===== src/common/sat_pkg.sv =====
package sat_pkg;

    // default problem sizes, overridden from the top level
    localparam int NSAT_DEF     = 3;
    localparam int NUM_VARS_DEF = 16;
    localparam int MAX_OCC_DEF  = 4;

    // noise threshold out of 65536, roughly p = 0.2
    localparam int NOISE_DEF = 13107;

    // xorshift32 seed, must be nonzero
    localparam logic [31:0] PRNG_SEED = 32'h2545_f491;

    // shift amounts: left, right, left
    localparam int PRNG_SHIFT_A = 13;
    localparam int PRNG_SHIFT_B = 17;
    localparam int PRNG_SHIFT_C = 5;

    // flip step sequencing
    typedef enum logic [2:0] {
        IDLE,
        READ,
        EVAL,
        SELECT,
        FLIP,
        DONE
    } ctrl_state_e;

endpackage


===== src/hdl/flip_ctrl.sv =====
`timescale 1ns/1ps

module flip_ctrl #(
    parameter int NSAT = sat_pkg::NSAT_DEF
) (
    input  logic                                   clk_i,
    input  logic                                   rst_i,
    input  logic                                   start_i,
    output logic                                   load_clause_o,
    output logic [((NSAT > 1) ? $clog2(NSAT) : 1)-1:0] lit_idx_o,
    output logic                                   count_en_o,
    output logic                                   select_en_o,
    output logic                                   flip_en_o,
    output logic                                   busy_o,
    output logic                                   done_o
);

    import sat_pkg::*;

    localparam int IDX_W = (NSAT > 1) ? $clog2(NSAT) : 1;

    ctrl_state_e      state_q;
    logic [IDX_W-1:0] lit_idx_q;
    logic             last_lit;

    assign last_lit = (lit_idx_q == IDX_W'(NSAT - 1));

    // start only counts when idle
    always_ff @(posedge clk_i) begin
        if (rst_i) begin
            state_q   <= IDLE;
            lit_idx_q <= '0;
        end else begin
            case (state_q)
                IDLE: begin
                    if (start_i) begin
                        state_q   <= READ;
                        lit_idx_q <= '0;
                    end
                end
                // table address goes out here
                READ: state_q <= EVAL;
                // row is valid, count gets captured
                EVAL: begin
                    if (last_lit) begin
                        state_q <= SELECT;
                    end else begin
                        lit_idx_q <= lit_idx_q + 1'b1;
                        state_q   <= READ;
                    end
                end
                SELECT:  state_q <= FLIP;
                FLIP:    state_q <= DONE;
                DONE:    state_q <= IDLE;
                default: state_q <= IDLE;
            endcase
        end
    end

    // strobes decoded straight from state
    assign load_clause_o = (state_q == IDLE) && start_i;
    assign lit_idx_o     = lit_idx_q;
    assign count_en_o    = (state_q == EVAL);
    assign select_en_o   = (state_q == SELECT);
    assign flip_en_o     = (state_q == FLIP);
    assign done_o        = (state_q == DONE);
    assign busy_o        = (state_q != IDLE);

endmodule


===== src/hdl/xorshift_prng.sv =====
`timescale 1ns/1ps

module xorshift_prng (
    input  logic        clk_i,
    input  logic        rst_i,
    input  logic        step_i,
    output logic [31:0] rand_o
);

    import sat_pkg::*;

    logic [31:0] state_q;
    logic [31:0] stage_a;
    logic [31:0] stage_b;
    logic [31:0] stage_c;

    // three shift-xor stages
    assign stage_a = state_q ^ (state_q << PRNG_SHIFT_A);
    assign stage_b = stage_a ^ (stage_a >> PRNG_SHIFT_B);
    assign stage_c = stage_b ^ (stage_b << PRNG_SHIFT_C);

    always_ff @(posedge clk_i) begin
        if (rst_i) begin
            state_q <= PRNG_SEED;
        end else if (step_i) begin
            state_q <= stage_c;
        end
    end

    // value after the step, so the consumer sees it in the stepping cycle
    assign rand_o = stage_c;

endmodule


===== src/tables/occurrence_table.sv =====
`timescale 1ns/1ps

module occurrence_table #(
    parameter int NUM_VARS = sat_pkg::NUM_VARS_DEF,
    parameter int NSAT     = sat_pkg::NSAT_DEF,
    parameter int MAX_OCC  = sat_pkg::MAX_OCC_DEF
) (
    input  logic                                             clk_i,
    input  logic                                             wr_en_i,
    input  logic [$clog2(NUM_VARS):0]                        wr_addr_i,
    input  logic [MAX_OCC*(NSAT-1)*($clog2(NUM_VARS)+1)-1:0] wr_lits_i,
    input  logic [MAX_OCC-1:0]                               wr_mask_i,
    input  logic [$clog2(NUM_VARS):0]                        rd_addr_i,
    output logic [MAX_OCC*(NSAT-1)*($clog2(NUM_VARS)+1)-1:0] lits_o,
    output logic [MAX_OCC-1:0]                               mask_o
);

    localparam int LIT_W = $clog2(NUM_VARS) + 1;
    localparam int ROW_W = MAX_OCC * (NSAT - 1) * LIT_W;
    localparam int DEPTH = 2 * NUM_VARS;

    // one row per literal, both polarities of each variable
    logic [ROW_W-1:0]   lits_mem [DEPTH];
    logic [MAX_OCC-1:0] mask_mem [DEPTH];

    // load port
    always_ff @(posedge clk_i) begin
        if (wr_en_i) begin
            lits_mem[wr_addr_i] <= wr_lits_i;
            mask_mem[wr_addr_i] <= wr_mask_i;
        end
    end

    // registered read, row lands one cycle after the address
    always_ff @(posedge clk_i) begin
        lits_o <= lits_mem[rd_addr_i];
        mask_o <= mask_mem[rd_addr_i];
    end

endmodule


===== src/tables/variable_table.sv =====
`timescale 1ns/1ps

module variable_table #(
    parameter int NUM_VARS = sat_pkg::NUM_VARS_DEF
) (
    input  logic                        clk_i,
    input  logic                        rst_i,
    input  logic                        wr_en_i,
    input  logic [$clog2(NUM_VARS)-1:0] wr_addr_i,
    input  logic                        wr_data_i,
    input  logic                        flip_en_i,
    input  logic [$clog2(NUM_VARS)-1:0] flip_addr_i,
    output logic [NUM_VARS-1:0]         values_o
);

    // current assignment, one bit per variable
    logic [NUM_VARS-1:0] values_q;

    always_ff @(posedge clk_i) begin
        if (rst_i) begin
            values_q <= '0;
        end else if (wr_en_i) begin
            // load while idle
            values_q[wr_addr_i] <= wr_data_i;
        end else if (flip_en_i) begin
            // commit the chosen flip
            values_q[flip_addr_i] <= ~values_q[flip_addr_i];
        end
    end

    // whole vector out, evaluator muxes many reads in parallel
    assign values_o = values_q;

endmodule


===== src/eval/break_counter.sv =====
`timescale 1ns/1ps

module break_counter #(
    parameter int NUM_VARS = sat_pkg::NUM_VARS_DEF,
    parameter int NSAT     = sat_pkg::NSAT_DEF,
    parameter int MAX_OCC  = sat_pkg::MAX_OCC_DEF
) (
    input  logic                                             clk_i,
    input  logic                                             rst_i,
    input  logic                                             count_en_i,
    input  logic [MAX_OCC*(NSAT-1)*($clog2(NUM_VARS)+1)-1:0] lits_i,
    input  logic [MAX_OCC-1:0]                               mask_i,
    input  logic [NUM_VARS-1:0]                              values_i,
    output logic [$clog2(MAX_OCC+1)-1:0]                     count_o
);

    localparam int VAR_W = $clog2(NUM_VARS);
    localparam int LIT_W = VAR_W + 1;
    localparam int CNT_W = $clog2(MAX_OCC + 1);

    logic [MAX_OCC-1:0] broken;
    logic [CNT_W-1:0]   num_broken;

    // clause breaks when valid and none of its other literals hold
    always_comb begin
        logic [LIT_W-1:0] lit;
        logic             any_true;
        broken = '0;
        for (int k = 0; k < MAX_OCC; k++) begin
            any_true = 1'b0;
            for (int j = 0; j < NSAT - 1; j++) begin
                lit = lits_i[(k * (NSAT - 1) + j) * LIT_W +: LIT_W];
                // true when value differs from the negation bit
                any_true = any_true | (values_i[lit[VAR_W-1:0]] ^ lit[LIT_W-1]);
            end
            broken[k] = mask_i[k] & ~any_true;
        end
    end

    // popcount
    always_comb begin
        num_broken = '0;
        for (int k = 0; k < MAX_OCC; k++) begin
            num_broken = num_broken + CNT_W'(broken[k]);
        end
    end

    always_ff @(posedge clk_i) begin
        if (rst_i) begin
            count_o <= '0;
        end else if (count_en_i) begin
            count_o <= num_broken;
        end
    end

endmodule


===== src/eval/flip_selector.sv =====
`timescale 1ns/1ps

module flip_selector #(
    parameter int NUM_VARS        = sat_pkg::NUM_VARS_DEF,
    parameter int NSAT            = sat_pkg::NSAT_DEF,
    parameter int MAX_OCC         = sat_pkg::MAX_OCC_DEF,
    parameter int NOISE_THRESHOLD = sat_pkg::NOISE_DEF
) (
    input  logic                                       clk_i,
    input  logic                                       rst_i,
    input  logic                                       load_clause_i,
    input  logic [NSAT*($clog2(NUM_VARS)+1)-1:0]       clause_i,
    input  logic [((NSAT > 1) ? $clog2(NSAT) : 1)-1:0] lit_idx_i,
    input  logic                                       count_en_i,
    input  logic [$clog2(MAX_OCC+1)-1:0]               count_i,
    input  logic                                       select_en_i,
    input  logic [31:0]                                rand_i,
    output logic [$clog2(NUM_VARS):0]                  rd_lit_o,
    output logic [$clog2(NUM_VARS)-1:0]                flip_var_o,
    output logic [$clog2(MAX_OCC+1)-1:0]               break_count_o,
    output logic                                       random_pick_o
);

    localparam int VAR_W = $clog2(NUM_VARS);
    localparam int LIT_W = VAR_W + 1;
    localparam int IDX_W = (NSAT > 1) ? $clog2(NSAT) : 1;
    localparam int CNT_W = $clog2(MAX_OCC + 1);

    logic [NSAT*LIT_W-1:0] clause_q;
    logic [LIT_W-1:0]      cur_lit;
    logic                  cnt_vld_q;
    logic [IDX_W-1:0]      cnt_idx_q;
    logic [CNT_W-1:0]      counts_q   [NSAT];
    logic [CNT_W-1:0]      cur_counts [NSAT];
    logic [CNT_W-1:0]      min_q;
    logic [IDX_W-1:0]      min_idx_q;
    logic [CNT_W-1:0]      best_cnt;
    logic [IDX_W-1:0]      best_idx;
    logic                  noisy;
    logic [IDX_W-1:0]      rand_idx;
    logic [IDX_W-1:0]      pick_idx;

    // read address is the negated literal
    assign cur_lit  = clause_q[lit_idx_i * LIT_W +: LIT_W];
    assign rd_lit_o = {~cur_lit[LIT_W-1], cur_lit[VAR_W-1:0]};

    always_ff @(posedge clk_i) begin
        if (rst_i) begin
            clause_q  <= '0;
            cnt_vld_q <= 1'b0;
            cnt_idx_q <= '0;
            min_q     <= '1;
            min_idx_q <= '0;
        end else begin
            // count register lags count_en by one cycle
            cnt_vld_q <= count_en_i;
            cnt_idx_q <= lit_idx_i;
            if (load_clause_i) begin
                clause_q  <= clause_i;
                min_q     <= '1;
                min_idx_q <= '0;
            end else if (cnt_vld_q) begin
                min_q     <= best_cnt;
                min_idx_q <= best_idx;
            end
        end
    end

    always_ff @(posedge clk_i) begin
        if (cnt_vld_q) begin
            counts_q[cnt_idx_q] <= count_i;
        end
    end

    // last count arrives in the select cycle, so merge it in here
    always_comb begin
        cur_counts = counts_q;
        if (cnt_vld_q) begin
            cur_counts[cnt_idx_q] = count_i;
        end
    end

    // strict compare keeps ties on the lower index
    assign best_cnt = (cnt_vld_q && count_i < min_q) ? count_i : min_q;
    assign best_idx = (cnt_vld_q && count_i < min_q) ? cnt_idx_q : min_idx_q;

    // noise test on low half, random index from high half
    assign noisy    = (rand_i[15:0] < 16'(NOISE_THRESHOLD));
    assign rand_idx = IDX_W'(rand_i[31:16] % NSAT);
    assign pick_idx = noisy ? rand_idx : best_idx;

    always_ff @(posedge clk_i) begin
        if (rst_i) begin
            flip_var_o    <= '0;
            break_count_o <= '0;
            random_pick_o <= 1'b0;
        end else if (select_en_i) begin
            flip_var_o    <= clause_q[pick_idx * LIT_W +: VAR_W];
            break_count_o <= cur_counts[pick_idx];
            random_pick_o <= noisy;
        end
    end

endmodule


===== src/hdl/sat_flip_top.sv =====
`timescale 1ns/1ps

module sat_flip_top #(
    parameter int NSAT            = sat_pkg::NSAT_DEF,
    parameter int NUM_VARS        = sat_pkg::NUM_VARS_DEF,
    parameter int MAX_OCC         = sat_pkg::MAX_OCC_DEF,
    parameter int NOISE_THRESHOLD = sat_pkg::NOISE_DEF
) (
    input  logic                                          clk_i,
    input  logic                                          rst_i,
    input  logic                                          var_wr_en_i,
    input  logic [$clog2(NUM_VARS)-1:0]                   var_wr_addr_i,
    input  logic                                          var_wr_data_i,
    input  logic                                          occ_wr_en_i,
    input  logic [$clog2(NUM_VARS):0]                     occ_wr_addr_i,
    input  logic [MAX_OCC*(NSAT-1)*($clog2(NUM_VARS)+1)-1:0] occ_wr_lits_i,
    input  logic [MAX_OCC-1:0]                            occ_wr_mask_i,
    input  logic [NSAT*($clog2(NUM_VARS)+1)-1:0]          clause_i,
    input  logic                                          start_i,
    output logic                                          busy_o,
    output logic                                          done_o,
    output logic [$clog2(NUM_VARS)-1:0]                   flip_var_o,
    output logic [$clog2(MAX_OCC+1)-1:0]                  break_count_o,
    output logic                                          random_pick_o
);

    localparam int VAR_W = $clog2(NUM_VARS);
    localparam int LIT_W = VAR_W + 1;
    localparam int IDX_W = (NSAT > 1) ? $clog2(NSAT) : 1;
    localparam int CNT_W = $clog2(MAX_OCC + 1);
    localparam int ROW_W = MAX_OCC * (NSAT - 1) * LIT_W;

    // controller strobes
    logic             load_clause;
    logic [IDX_W-1:0] lit_idx;
    logic             count_en;
    logic             select_en;
    logic             flip_en;

    // datapath
    logic [31:0]         rand_val;
    logic [LIT_W-1:0]    rd_lit;
    logic [ROW_W-1:0]    occ_lits;
    logic [MAX_OCC-1:0]  occ_mask;
    logic [NUM_VARS-1:0] var_values;
    logic [CNT_W-1:0]    brk_count;
    logic [VAR_W-1:0]    sel_var;

    flip_ctrl #(.NSAT(NSAT)) u_flip_ctrl (
        .clk_i         (clk_i),
        .rst_i         (rst_i),
        .start_i       (start_i),
        .load_clause_o (load_clause),
        .lit_idx_o     (lit_idx),
        .count_en_o    (count_en),
        .select_en_o   (select_en),
        .flip_en_o     (flip_en),
        .busy_o        (busy_o),
        .done_o        (done_o)
    );

    xorshift_prng u_prng (
        .clk_i  (clk_i),
        .rst_i  (rst_i),
        .step_i (select_en),
        .rand_o (rand_val)
    );

    occurrence_table #(.NUM_VARS(NUM_VARS), .NSAT(NSAT), .MAX_OCC(MAX_OCC)) u_occ_table (
        .clk_i     (clk_i),
        .wr_en_i   (occ_wr_en_i),
        .wr_addr_i (occ_wr_addr_i),
        .wr_lits_i (occ_wr_lits_i),
        .wr_mask_i (occ_wr_mask_i),
        .rd_addr_i (rd_lit),
        .lits_o    (occ_lits),
        .mask_o    (occ_mask)
    );

    variable_table #(.NUM_VARS(NUM_VARS)) u_var_table (
        .clk_i       (clk_i),
        .rst_i       (rst_i),
        .wr_en_i     (var_wr_en_i),
        .wr_addr_i   (var_wr_addr_i),
        .wr_data_i   (var_wr_data_i),
        .flip_en_i   (flip_en),
        .flip_addr_i (sel_var),
        .values_o    (var_values)
    );

    break_counter #(.NUM_VARS(NUM_VARS), .NSAT(NSAT), .MAX_OCC(MAX_OCC)) u_break_counter (
        .clk_i      (clk_i),
        .rst_i      (rst_i),
        .count_en_i (count_en),
        .lits_i     (occ_lits),
        .mask_i     (occ_mask),
        .values_i   (var_values),
        .count_o    (brk_count)
    );

    flip_selector #(
        .NUM_VARS        (NUM_VARS),
        .NSAT            (NSAT),
        .MAX_OCC         (MAX_OCC),
        .NOISE_THRESHOLD (NOISE_THRESHOLD)
    ) u_flip_selector (
        .clk_i         (clk_i),
        .rst_i         (rst_i),
        .load_clause_i (load_clause),
        .clause_i      (clause_i),
        .lit_idx_i     (lit_idx),
        .count_en_i    (count_en),
        .count_i       (brk_count),
        .select_en_i   (select_en),
        .rand_i        (rand_val),
        .rd_lit_o      (rd_lit),
        .flip_var_o    (sel_var),
        .break_count_o (break_count_o),
        .random_pick_o (random_pick_o)
    );

    assign flip_var_o = sel_var;

endmodule


===== config.mk =====
export PLATFORM = sky130hd
export DESIGN_NAME = sat_flip_top
export DESIGN_NICKNAME = d
export VERILOG_FILES = /design/src/common/sat_pkg.sv /design/src/hdl/flip_ctrl.sv /design/src/hdl/xorshift_prng.sv /design/src/tables/occurrence_table.sv /design/src/tables/variable_table.sv /design/src/eval/break_counter.sv /design/src/eval/flip_selector.sv /design/src/hdl/sat_flip_top.sv
export SDC_FILE = /design/constraint.sdc
export NUM_CORES = 2
export LEC_CHECK = 0
export BUFFER_PORTS_ARGS = -buffer_cell sky130_fd_sc_hd__buf_2
export CAP_MARGIN = 40
export CORE_MARGIN = 4
export CORE_UTILIZATION = 27
export DETAILED_ROUTE_END_ITERATION = 10
export GPL_TIMING_DRIVEN = 0
export PLACE_DENSITY_LB_ADDON = 0.12
export SLEW_MARGIN = 20
export SYNTH_ARGS = -nofsm -noshare
export SYNTH_HDL_FRONTEND = slang
export SYNTH_SLANG_ARGS = --single-unit

===== constraint.sdc =====
create_clock -name clk_i -period 10.1 [get_ports clk_i]
set_input_delay 2.02 -clock clk_i [delete_from_list [all_inputs] [get_ports clk_i]]
set_output_delay 2.02 -clock clk_i [all_outputs]
set_load 0.02 [all_outputs]

# Word-level counts from Yosys, hierarchy flattened
# Memory sizes are Yosys's and may differ from the RTL's. A register that Yosys moved wholly into a read port is not among the register bits.
# Index checks and enable logic that the tools add are counted.
dict set report classes {
  n_addsub 4
  mul 2
  n_div 1
  order_cmp 17
  n_eq_ne 8
  n_shift 2
  muxes 43
  n_bitwise 27
  reduce_logical 12
}
# cell n
set op_table {}
lappend op_table {{$xor A32 B32 Y32} 2}
lappend op_table {{$lt A4 B5 Y1 const B} 10}
lappend op_table {{$bmux W1 S4} 9}
lappend op_table {{$bwmux W16} 2}
lappend op_table {{$mod A16 B2 Y32 const B} 1}
lappend op_table {{$mux W16} 2}
lappend op_table {{$xor A32 B15 Y32} 1}
lappend op_table {{$lt A16 B14 Y1 const B} 1}
lappend op_table {{$pmux W3 S5} 1}
lappend op_table {{$shiftx A15 B6 Y4} 1}
lappend op_table {{$shiftx A15 B6 Y5} 1}
lappend op_table {{$mux W1} 13}
lappend op_table {{$mux W3} 4}
lappend op_table {{$mul A2 B3 Y5 const B} 2}
lappend op_table {{$mux W2} 5}
lappend op_table {{$bwmux W9} 1}
lappend op_table {{$mux W9} 1}
lappend op_table {{$demux W1 S4} 2}
lappend op_table {{$ge A4 B1 Y1 const B} 2}
lappend op_table {{$xor A1 B1 Y1} 8}
lappend op_table {{$add A3 B1 Y3} 2}
lappend op_table {{$bmux W3 S2} 1}
lappend op_table {{$demux W3 S2} 1}
lappend op_table {{$eq A3 B2 Y1 const B} 2}
lappend op_table {{21 further kinds} 41}
dict set report word_totals {
  register_bits 96
  latchBits 0
  mem_bits_rw 1408
  mem_bits_ro 0
  input_bits 74
  out_inout_bits 10
  elab_cells 134
  n_memories 2
}
# name words width rd rd_ports_with_merged_regs wr line_no
set memory_table {}
lappend memory_table {u_occ_table.lits_mem 32 40 1 1 1 occurrence_table.sv:23} ;# logic [ROW_W-1:0] lits_mem [DEPTH];
lappend memory_table {u_occ_table.mask_mem 32 4 1 1 1 occurrence_table.sv:24} ;# logic [MAX_OCC-1:0] mask_mem [DEPTH];

# Longest topological paths before layout
dict set report depth {
  ltp_word 10
  mapped_depth 41
  depth_no_buf 37
}

# Hierarchy
# A second synthesis with hierarchy kept.
dict set report unflattened {
  hier_cells 4236
  area_unflattened_um2 65247.6
}
# module instances cells_per_inst area_per_inst_um2
set by_module_without_submodules {}
lappend by_module_without_submodules {occurrence_table 1 3091 55523.3}
lappend by_module_without_submodules {flip_selector 1 625 4647.0}
lappend by_module_without_submodules {xorshift_prng 1 227 2207.1}
lappend by_module_without_submodules {break_counter 1 129 1487.7}
lappend by_module_without_submodules {variable_table 1 131 1061.0}
lappend by_module_without_submodules {flip_ctrl 1 33 321.6}

# Worst setup path before layout
# Ideal clock, no wire load.
dict set report synth_path {
  path_type {register to register}
  from {reg u_prng.state_q[18]}
  to {reg u_flip_selector.flip_var_o[0]}
  setup_time_ns 0.122
  arrival_time_ns 8.736
  setup_slack_ns 1.243
  stages_incl_launch_ff 39
  n_path_buf 3
  cell_sequence {dfxtp_1 > clkbuf_1 > xnor2_1 > xor2_2 > inv_2 > ha_1 > nor2b_1 > nand3_1 > a221o_1 > and2_1 > buf_2 > a31oi_4 > o221ai_1 > a211oi_2 > o22ai_1 > a211o_1 > o21ai_2 > nand2_1 > [... 3 more ...] > o21a_1 > a21oi_1 > or2_2 > ha_1 > a211o_1 > a2111oi_0 > nand2_1 > a41oi_2 > xnor2_1 > ha_1 > a221oi_1 > nand4b_1 > nand3b_1 > or2_0 > a41o_1 > clkbuf_1 > mux2_1 > a221o_1}
}
dict set report synth_between {
  elab_chain_cells 7
}
# item line_no
set synth_lines {}
lappend synth_lines {{start, declared} xorshift_prng.sv:12} ;# logic [31:0] state_q;
lappend synth_lines {{start signal, assigned} xorshift_prng.sv:26} ;# state_q <= stage_c;
lappend synth_lines {{$xor A32 B32 Y32} xorshift_prng.sv:18} ;# assign stage_a = state_q ^ (state_q << PRNG_SHIFT_A);
lappend synth_lines {{$xor A32 B15 Y32} xorshift_prng.sv:19} ;# assign stage_b = stage_a ^ (stage_a >> PRNG_SHIFT_B);
lappend synth_lines {{$xor A32 B32 Y32} xorshift_prng.sv:20} ;# assign stage_c = stage_b ^ (stage_b << PRNG_SHIFT_C);
lappend synth_lines {{via rand_val[31]} sat_flip_top.sv:41} ;# logic [31:0] rand_val;
lappend synth_lines {{$mod A16 B2 Y32} flip_selector.sv:89} ;# assign rand_idx = IDX_W'(rand_i[31:16] % NSAT);
lappend synth_lines {{$mux W2} flip_selector.sv:90} ;# assign pick_idx = noisy ? rand_idx : best_idx;
lappend synth_lines {{$mul A2 B3 Y5} flip_selector.sv:98} ;# flip_var_o <= clause_q[pick_idx * LIT_W +: VAR_W];
lappend synth_lines {{$shiftx A15 B6 Y4} flip_selector.sv:98}
lappend synth_lines {{end signal, assigned} flip_selector.sv:98}
lappend synth_lines {{end, declared} flip_selector.sv:19} ;# output logic [$clog2(NUM_VARS)-1:0] flip_var_o,
# The timed path passes the listed nets, and every way through them passes these cells.
# A chain may end at the register's enable or synchronous reset.

# Final worst setup path
dict set report layout_path {
  from {reg u_prng.state_q[13]}
  to {reg u_flip_selector.break_count_o[0]}
}
dict set report layout_between {
  elab_chain_cells 9
}
# item line_no
set layout_lines {}
lappend layout_lines {{$xor A32 B32 Y32} xorshift_prng.sv:18}
lappend layout_lines {{$xor A32 B15 Y32} xorshift_prng.sv:19}
lappend layout_lines {{$xor A32 B32 Y32} xorshift_prng.sv:20}
lappend layout_lines {{via rand_val[31]} sat_flip_top.sv:41}
lappend layout_lines {{$mod A16 B2 Y32} flip_selector.sv:89}
lappend layout_lines {{$mux W2} flip_selector.sv:90}
lappend layout_lines {{$not A2 Y3 (not written as such)} flip_selector.sv:99} ;# break_count_o <= cur_counts[pick_idx];
lappend layout_lines {{$bmux W3 S2} flip_selector.sv:99}
lappend layout_lines {{$mux W3 (not written as such) (2 in a row)} flip_selector.sv:99}
lappend layout_lines {{end signal, assigned} flip_selector.sv:99}
lappend layout_lines {{end, declared} flip_selector.sv:20} ;# output logic [$clog2(MAX_OCC+1)-1:0] break_count_o,
# The timed path passes the listed nets, and every way through them passes these cells. The select of a mux whose other input is x is not followed.

==> results.toml <==
[sta]
fin_skew_ns = 0.0579
worst_pin_slew_ns = 0.899
period_needed_ns = 9.60
slew-limit-headroom_pct = 40.1
fin_crit_sh_pct = 95.0
drv_slew = 0
finalHoldViolCount = 0
hold_ws_ns = 0.459
finalSetupViolCount = 0
max_freq_mhz = 104

[clock_tree]
htreeDepth = 4
cts-hold-fix-buffers = 0
clk_pin_slew_ns = 0.06
cts-root-buf = "clkbuf_16"
clock_sinks = 1548
cts_tree = "built"
clk_latency_ns = 0.82
numCtsBuffers = 176
clock_path_buffers = 3

[critical_path]
crit_required_ns = 10.80
path_class = "flop to flop"
cp-start-kind = "flop"
reg2reg_slack_ns = 0.50
worst_r2r_path_depth = 40
r2r_start = "u_prng.state_q[13]$_SDFFE_PP1N_"
worst-path-max-fanout = 10
critical-path-slowest-cell = "a221o_1"
cp.arrival_ns = 10.30
cp_slowest_stage_delay_ns = 0.48
end_kind = "flop"
reg2reg_to = "u_flip_selector.break_count_o[0]$_SDFFE_PP0N_"

[logic_synthesis]
synth_top_area_share_pct = 64.6
async_reset_ff_share_pct = 0
synth_area_um2 = 65500
synth_area_leader_cell = "edfxtp_1"
synthCells = 4716
ys_warn_count = 0
synth_edf_count = 1408
ys_seq_area_share_pct = 68.8
ys_ff_latch = 1548
ys.flop_type = "edfxtp_1"
syn_nets = 4799
synth.avg_cell_area_um2 = 13.9
synth_cell_types = 88
synth.area.top_cells = "edfxtp_1, a211oi_1, dfxtp_1"

[grt]
grt.busiest_layer = "met2"
grt_pass1_vias = 42600
track_usage_pct = 18.5
grt_max_degree = 33
grt_use_met2_pct = 30.1
grt_pass1_wl_mm = 332
gr-total-overflow = 0
antenna_found_initial = 31
use_met3_pct = 2.78
use_met1_pct = 25.9

[die]
die_area_um2 = 251000
core_area_um2 = 241000
start_util_pct = 27.2
rows = 180
fp.dieH_um = 501
ios = 84
die_w_um = 501

[worst_hold_path]
hold_path_end = "u_flip_selector.clause_q[4]$_SDFFE_PP0P_"
hp-start = "u_flip_selector.clause_q[4]$_SDFFE_PP0P_"
min_path_cells = 2
min_path_type = "flop to flop"

[pwr]
power_density_nw_per_um2 = 203
p_seq_share_pct = 44.8
combPwrFrac_pct = 16.9
power.share.clock_pct = 38.3
intPower_mw = 11.5
leakage_nw = 24.9
p_switching_mw = 4.54
swShare_pct = 28.3
max-vdd-ir-drop_mv = 0.163

[placement]
gp_congestion = 0.796
placed_cell_area_um2 = 72800
io_buffers = 82
dp_hpwl_mm = 172

[layout]
areaGrowthSynthToFinish_pct = 20.4
layout-drive-gt1-share_pct = 13.3
fill_cells = 23800
fin_nets = 5236
mostFrequentLayoutCells = "edfxtp_1, a211oi_1, nand2_1"
fin_area_um2 = 78900
multi_input_area_um2 = 19600
regArea_um2 = 45100
final_common_cell = "edfxtp_1"

[detailed_routing]
routed_wl_mm = 239
post_drt_wl_per_cell_um = 28.1
viasPerCell = 5.06
drc = 0
drtIter0Drc = 3876
drt-pass1-iter-count = 5
ant_nets = 0
routed-via-count = 43000

[job]
maxCapViolCount = 0

[outcome]
status = "complete, no violations"
-- registers in the layout, summed over array words and instances (netlist names), 2 cells and up --
signal / flops
u_break_counter.count_o: 3
u_flip_ctrl.lit_idx_o: 2
u_flip_ctrl.state_q: 3
u_flip_selector.break_count_o: 3
u_flip_selector.clause_q: 15
u_flip_selector.cnt_idx_q: 2
u_flip_selector.counts_q: 9
u_flip_selector.flip_var_o: 4
u_flip_selector.min_idx_q: 2
u_flip_selector.min_q: 3
u_occ_table.lits_mem: 1280
u_occ_table.lits_o: 40
u_occ_table.mask_mem: 128
u_occ_table.mask_o: 4
u_prng.state_q: 32
u_var_table.values_o: 16
-- per-layer routing --
layer,part of all wire [%],vias to the layer above
li1,-,19300
met1,46,22200
met2,47,1165
met3,4.9,279
met4,2.5,6
met5,0.015,-
-- cells by family after synthesis --
logic type | synth area share, %
muxes | 4.66
buffers and inverters | 2.03
AOI/OAI and AO/OA | 14.3
xor gates and xnor gates | 1.60
adders and majority gates | 0.199
and+or+nand+nor | 8.39
DFF | 68.8
-- how the worst max path moves through the flow --
stage | start | endpoint | slack, ns | cells after the start
after floorplan | u_prng.state_q[18]$_SDFFE_PP1N_ | u_flip_selector.flip_var_o[0]$_SDFFE_PP0N_ | 1.24 | 38
after global placement | u_prng.state_q[12]$_SDFFE_PP1N_ | u_flip_selector.flip_var_o[1]$_SDFFE_PP0N_ | -1.04 | 38
after detailed placement | u_prng.state_q[18]$_SDFFE_PP1N_ | u_flip_selector.flip_var_o[1]$_SDFFE_PP0N_ | -1.05 | 39
after CTS | u_prng.state_q[13]$_SDFFE_PP1N_ | u_flip_selector.flip_var_o[1]$_SDFFE_PP0N_ | 0.05 | 38
after global routing | u_prng.state_q[17]$_SDFFE_PP0N_ | u_flip_selector.break_count_o[0]$_SDFFE_PP0N_ | -0.04 | 40
final | u_prng.state_q[13]$_SDFFE_PP1N_ | u_flip_selector.break_count_o[0]$_SDFFE_PP0N_ | 0.50 | 40
-- through the flow --
stage | total power, mW | cells | setup TNS [ns] | worst slack (ns) | utilization (%)
finish | 16.0 | 8496 | 0 | 0.500 | 32.7
detailed placement | 9.84 | 8122 | -7.07 | -1.05 | 30.2
global placement | 9.76 | 7983 | -6.97 | -1.04 | 29.0
CTS | 16.1 | 8450 | 0 | 0.0541 | 32.5
floorplan | 8.82 | 4716 | 0 | 1.24 | -
global route | 16.6 | 8483 | -0.100 | -0.0420 | 32.7
-- cell type report --
class / instances / area share [%]
clock inverter: 74 / 0.873
inverter: 16 / 0.0761
sequential: 1548 / 57.2
clock buffer: 246 / 6.01
tap: 3185 / 5.05
timing repair buffer: 260 / 4.20
buffer: 336 / 1.66
antenna: 16 / 0.0508
multi-input combinational: 2815 / 24.9
-- repair_timing --
action / in CTS / in global routing
resized for setup: 21 / 33
pin swaps: 9 / 21
endpoints found under the hold margin: 0 / 0
setup buffers: 9 / 22
setup endpoints to repair: 7 / 7
-- power groups by stage --
stage	sequential (mW)	combinational (mW)	clock, mW
after detailed placement	7.31	2.53	0
after global routing	7.19	2.91	6.53
after global placement	7.32	2.44	0
final	7.18	2.70	6.14
after CTS	7.18	2.61	6.28
after floorplan	7.29	1.53	0
-- synth_stat cells, drive strengths merged, types with 8 or more instances --
master and instances:
nor2b 9, nand3b 11, mux4 45, a2111oi 8, and2 364, o31ai 10, dfxtp 140, o21ai 60
xnor2 87, a21o 52, clkbuf 316, a31oi 183, mux2i 189, ha 8, mux2 13, or3b 11
nor3 37, o221ai 13, o211ai 15, a211o 13, o21a 8, a21oi 204, and3 9, or2 10
xor2 25, nand3 40, or3 10, edfxtp 1408, a211oi 685, nor2 134, nand2b 10, nand2 459
buf 21, inv 16
-- worst max-delay path, delay by kind of cell (launching register included) --
family | cells | cell delay [ns]
buffers and inverters | 6 | 1.05
AO/OA/AOI/OAI | 19 | 4.99
adder cells (fa/ha/maj) | 3 | 0.72
flip-flops | 1 | 0.40
AND/OR/NAND/NOR | 9 | 1.76
XOR/XNOR | 3 | 0.60
(Power assumes the default switching activity.)
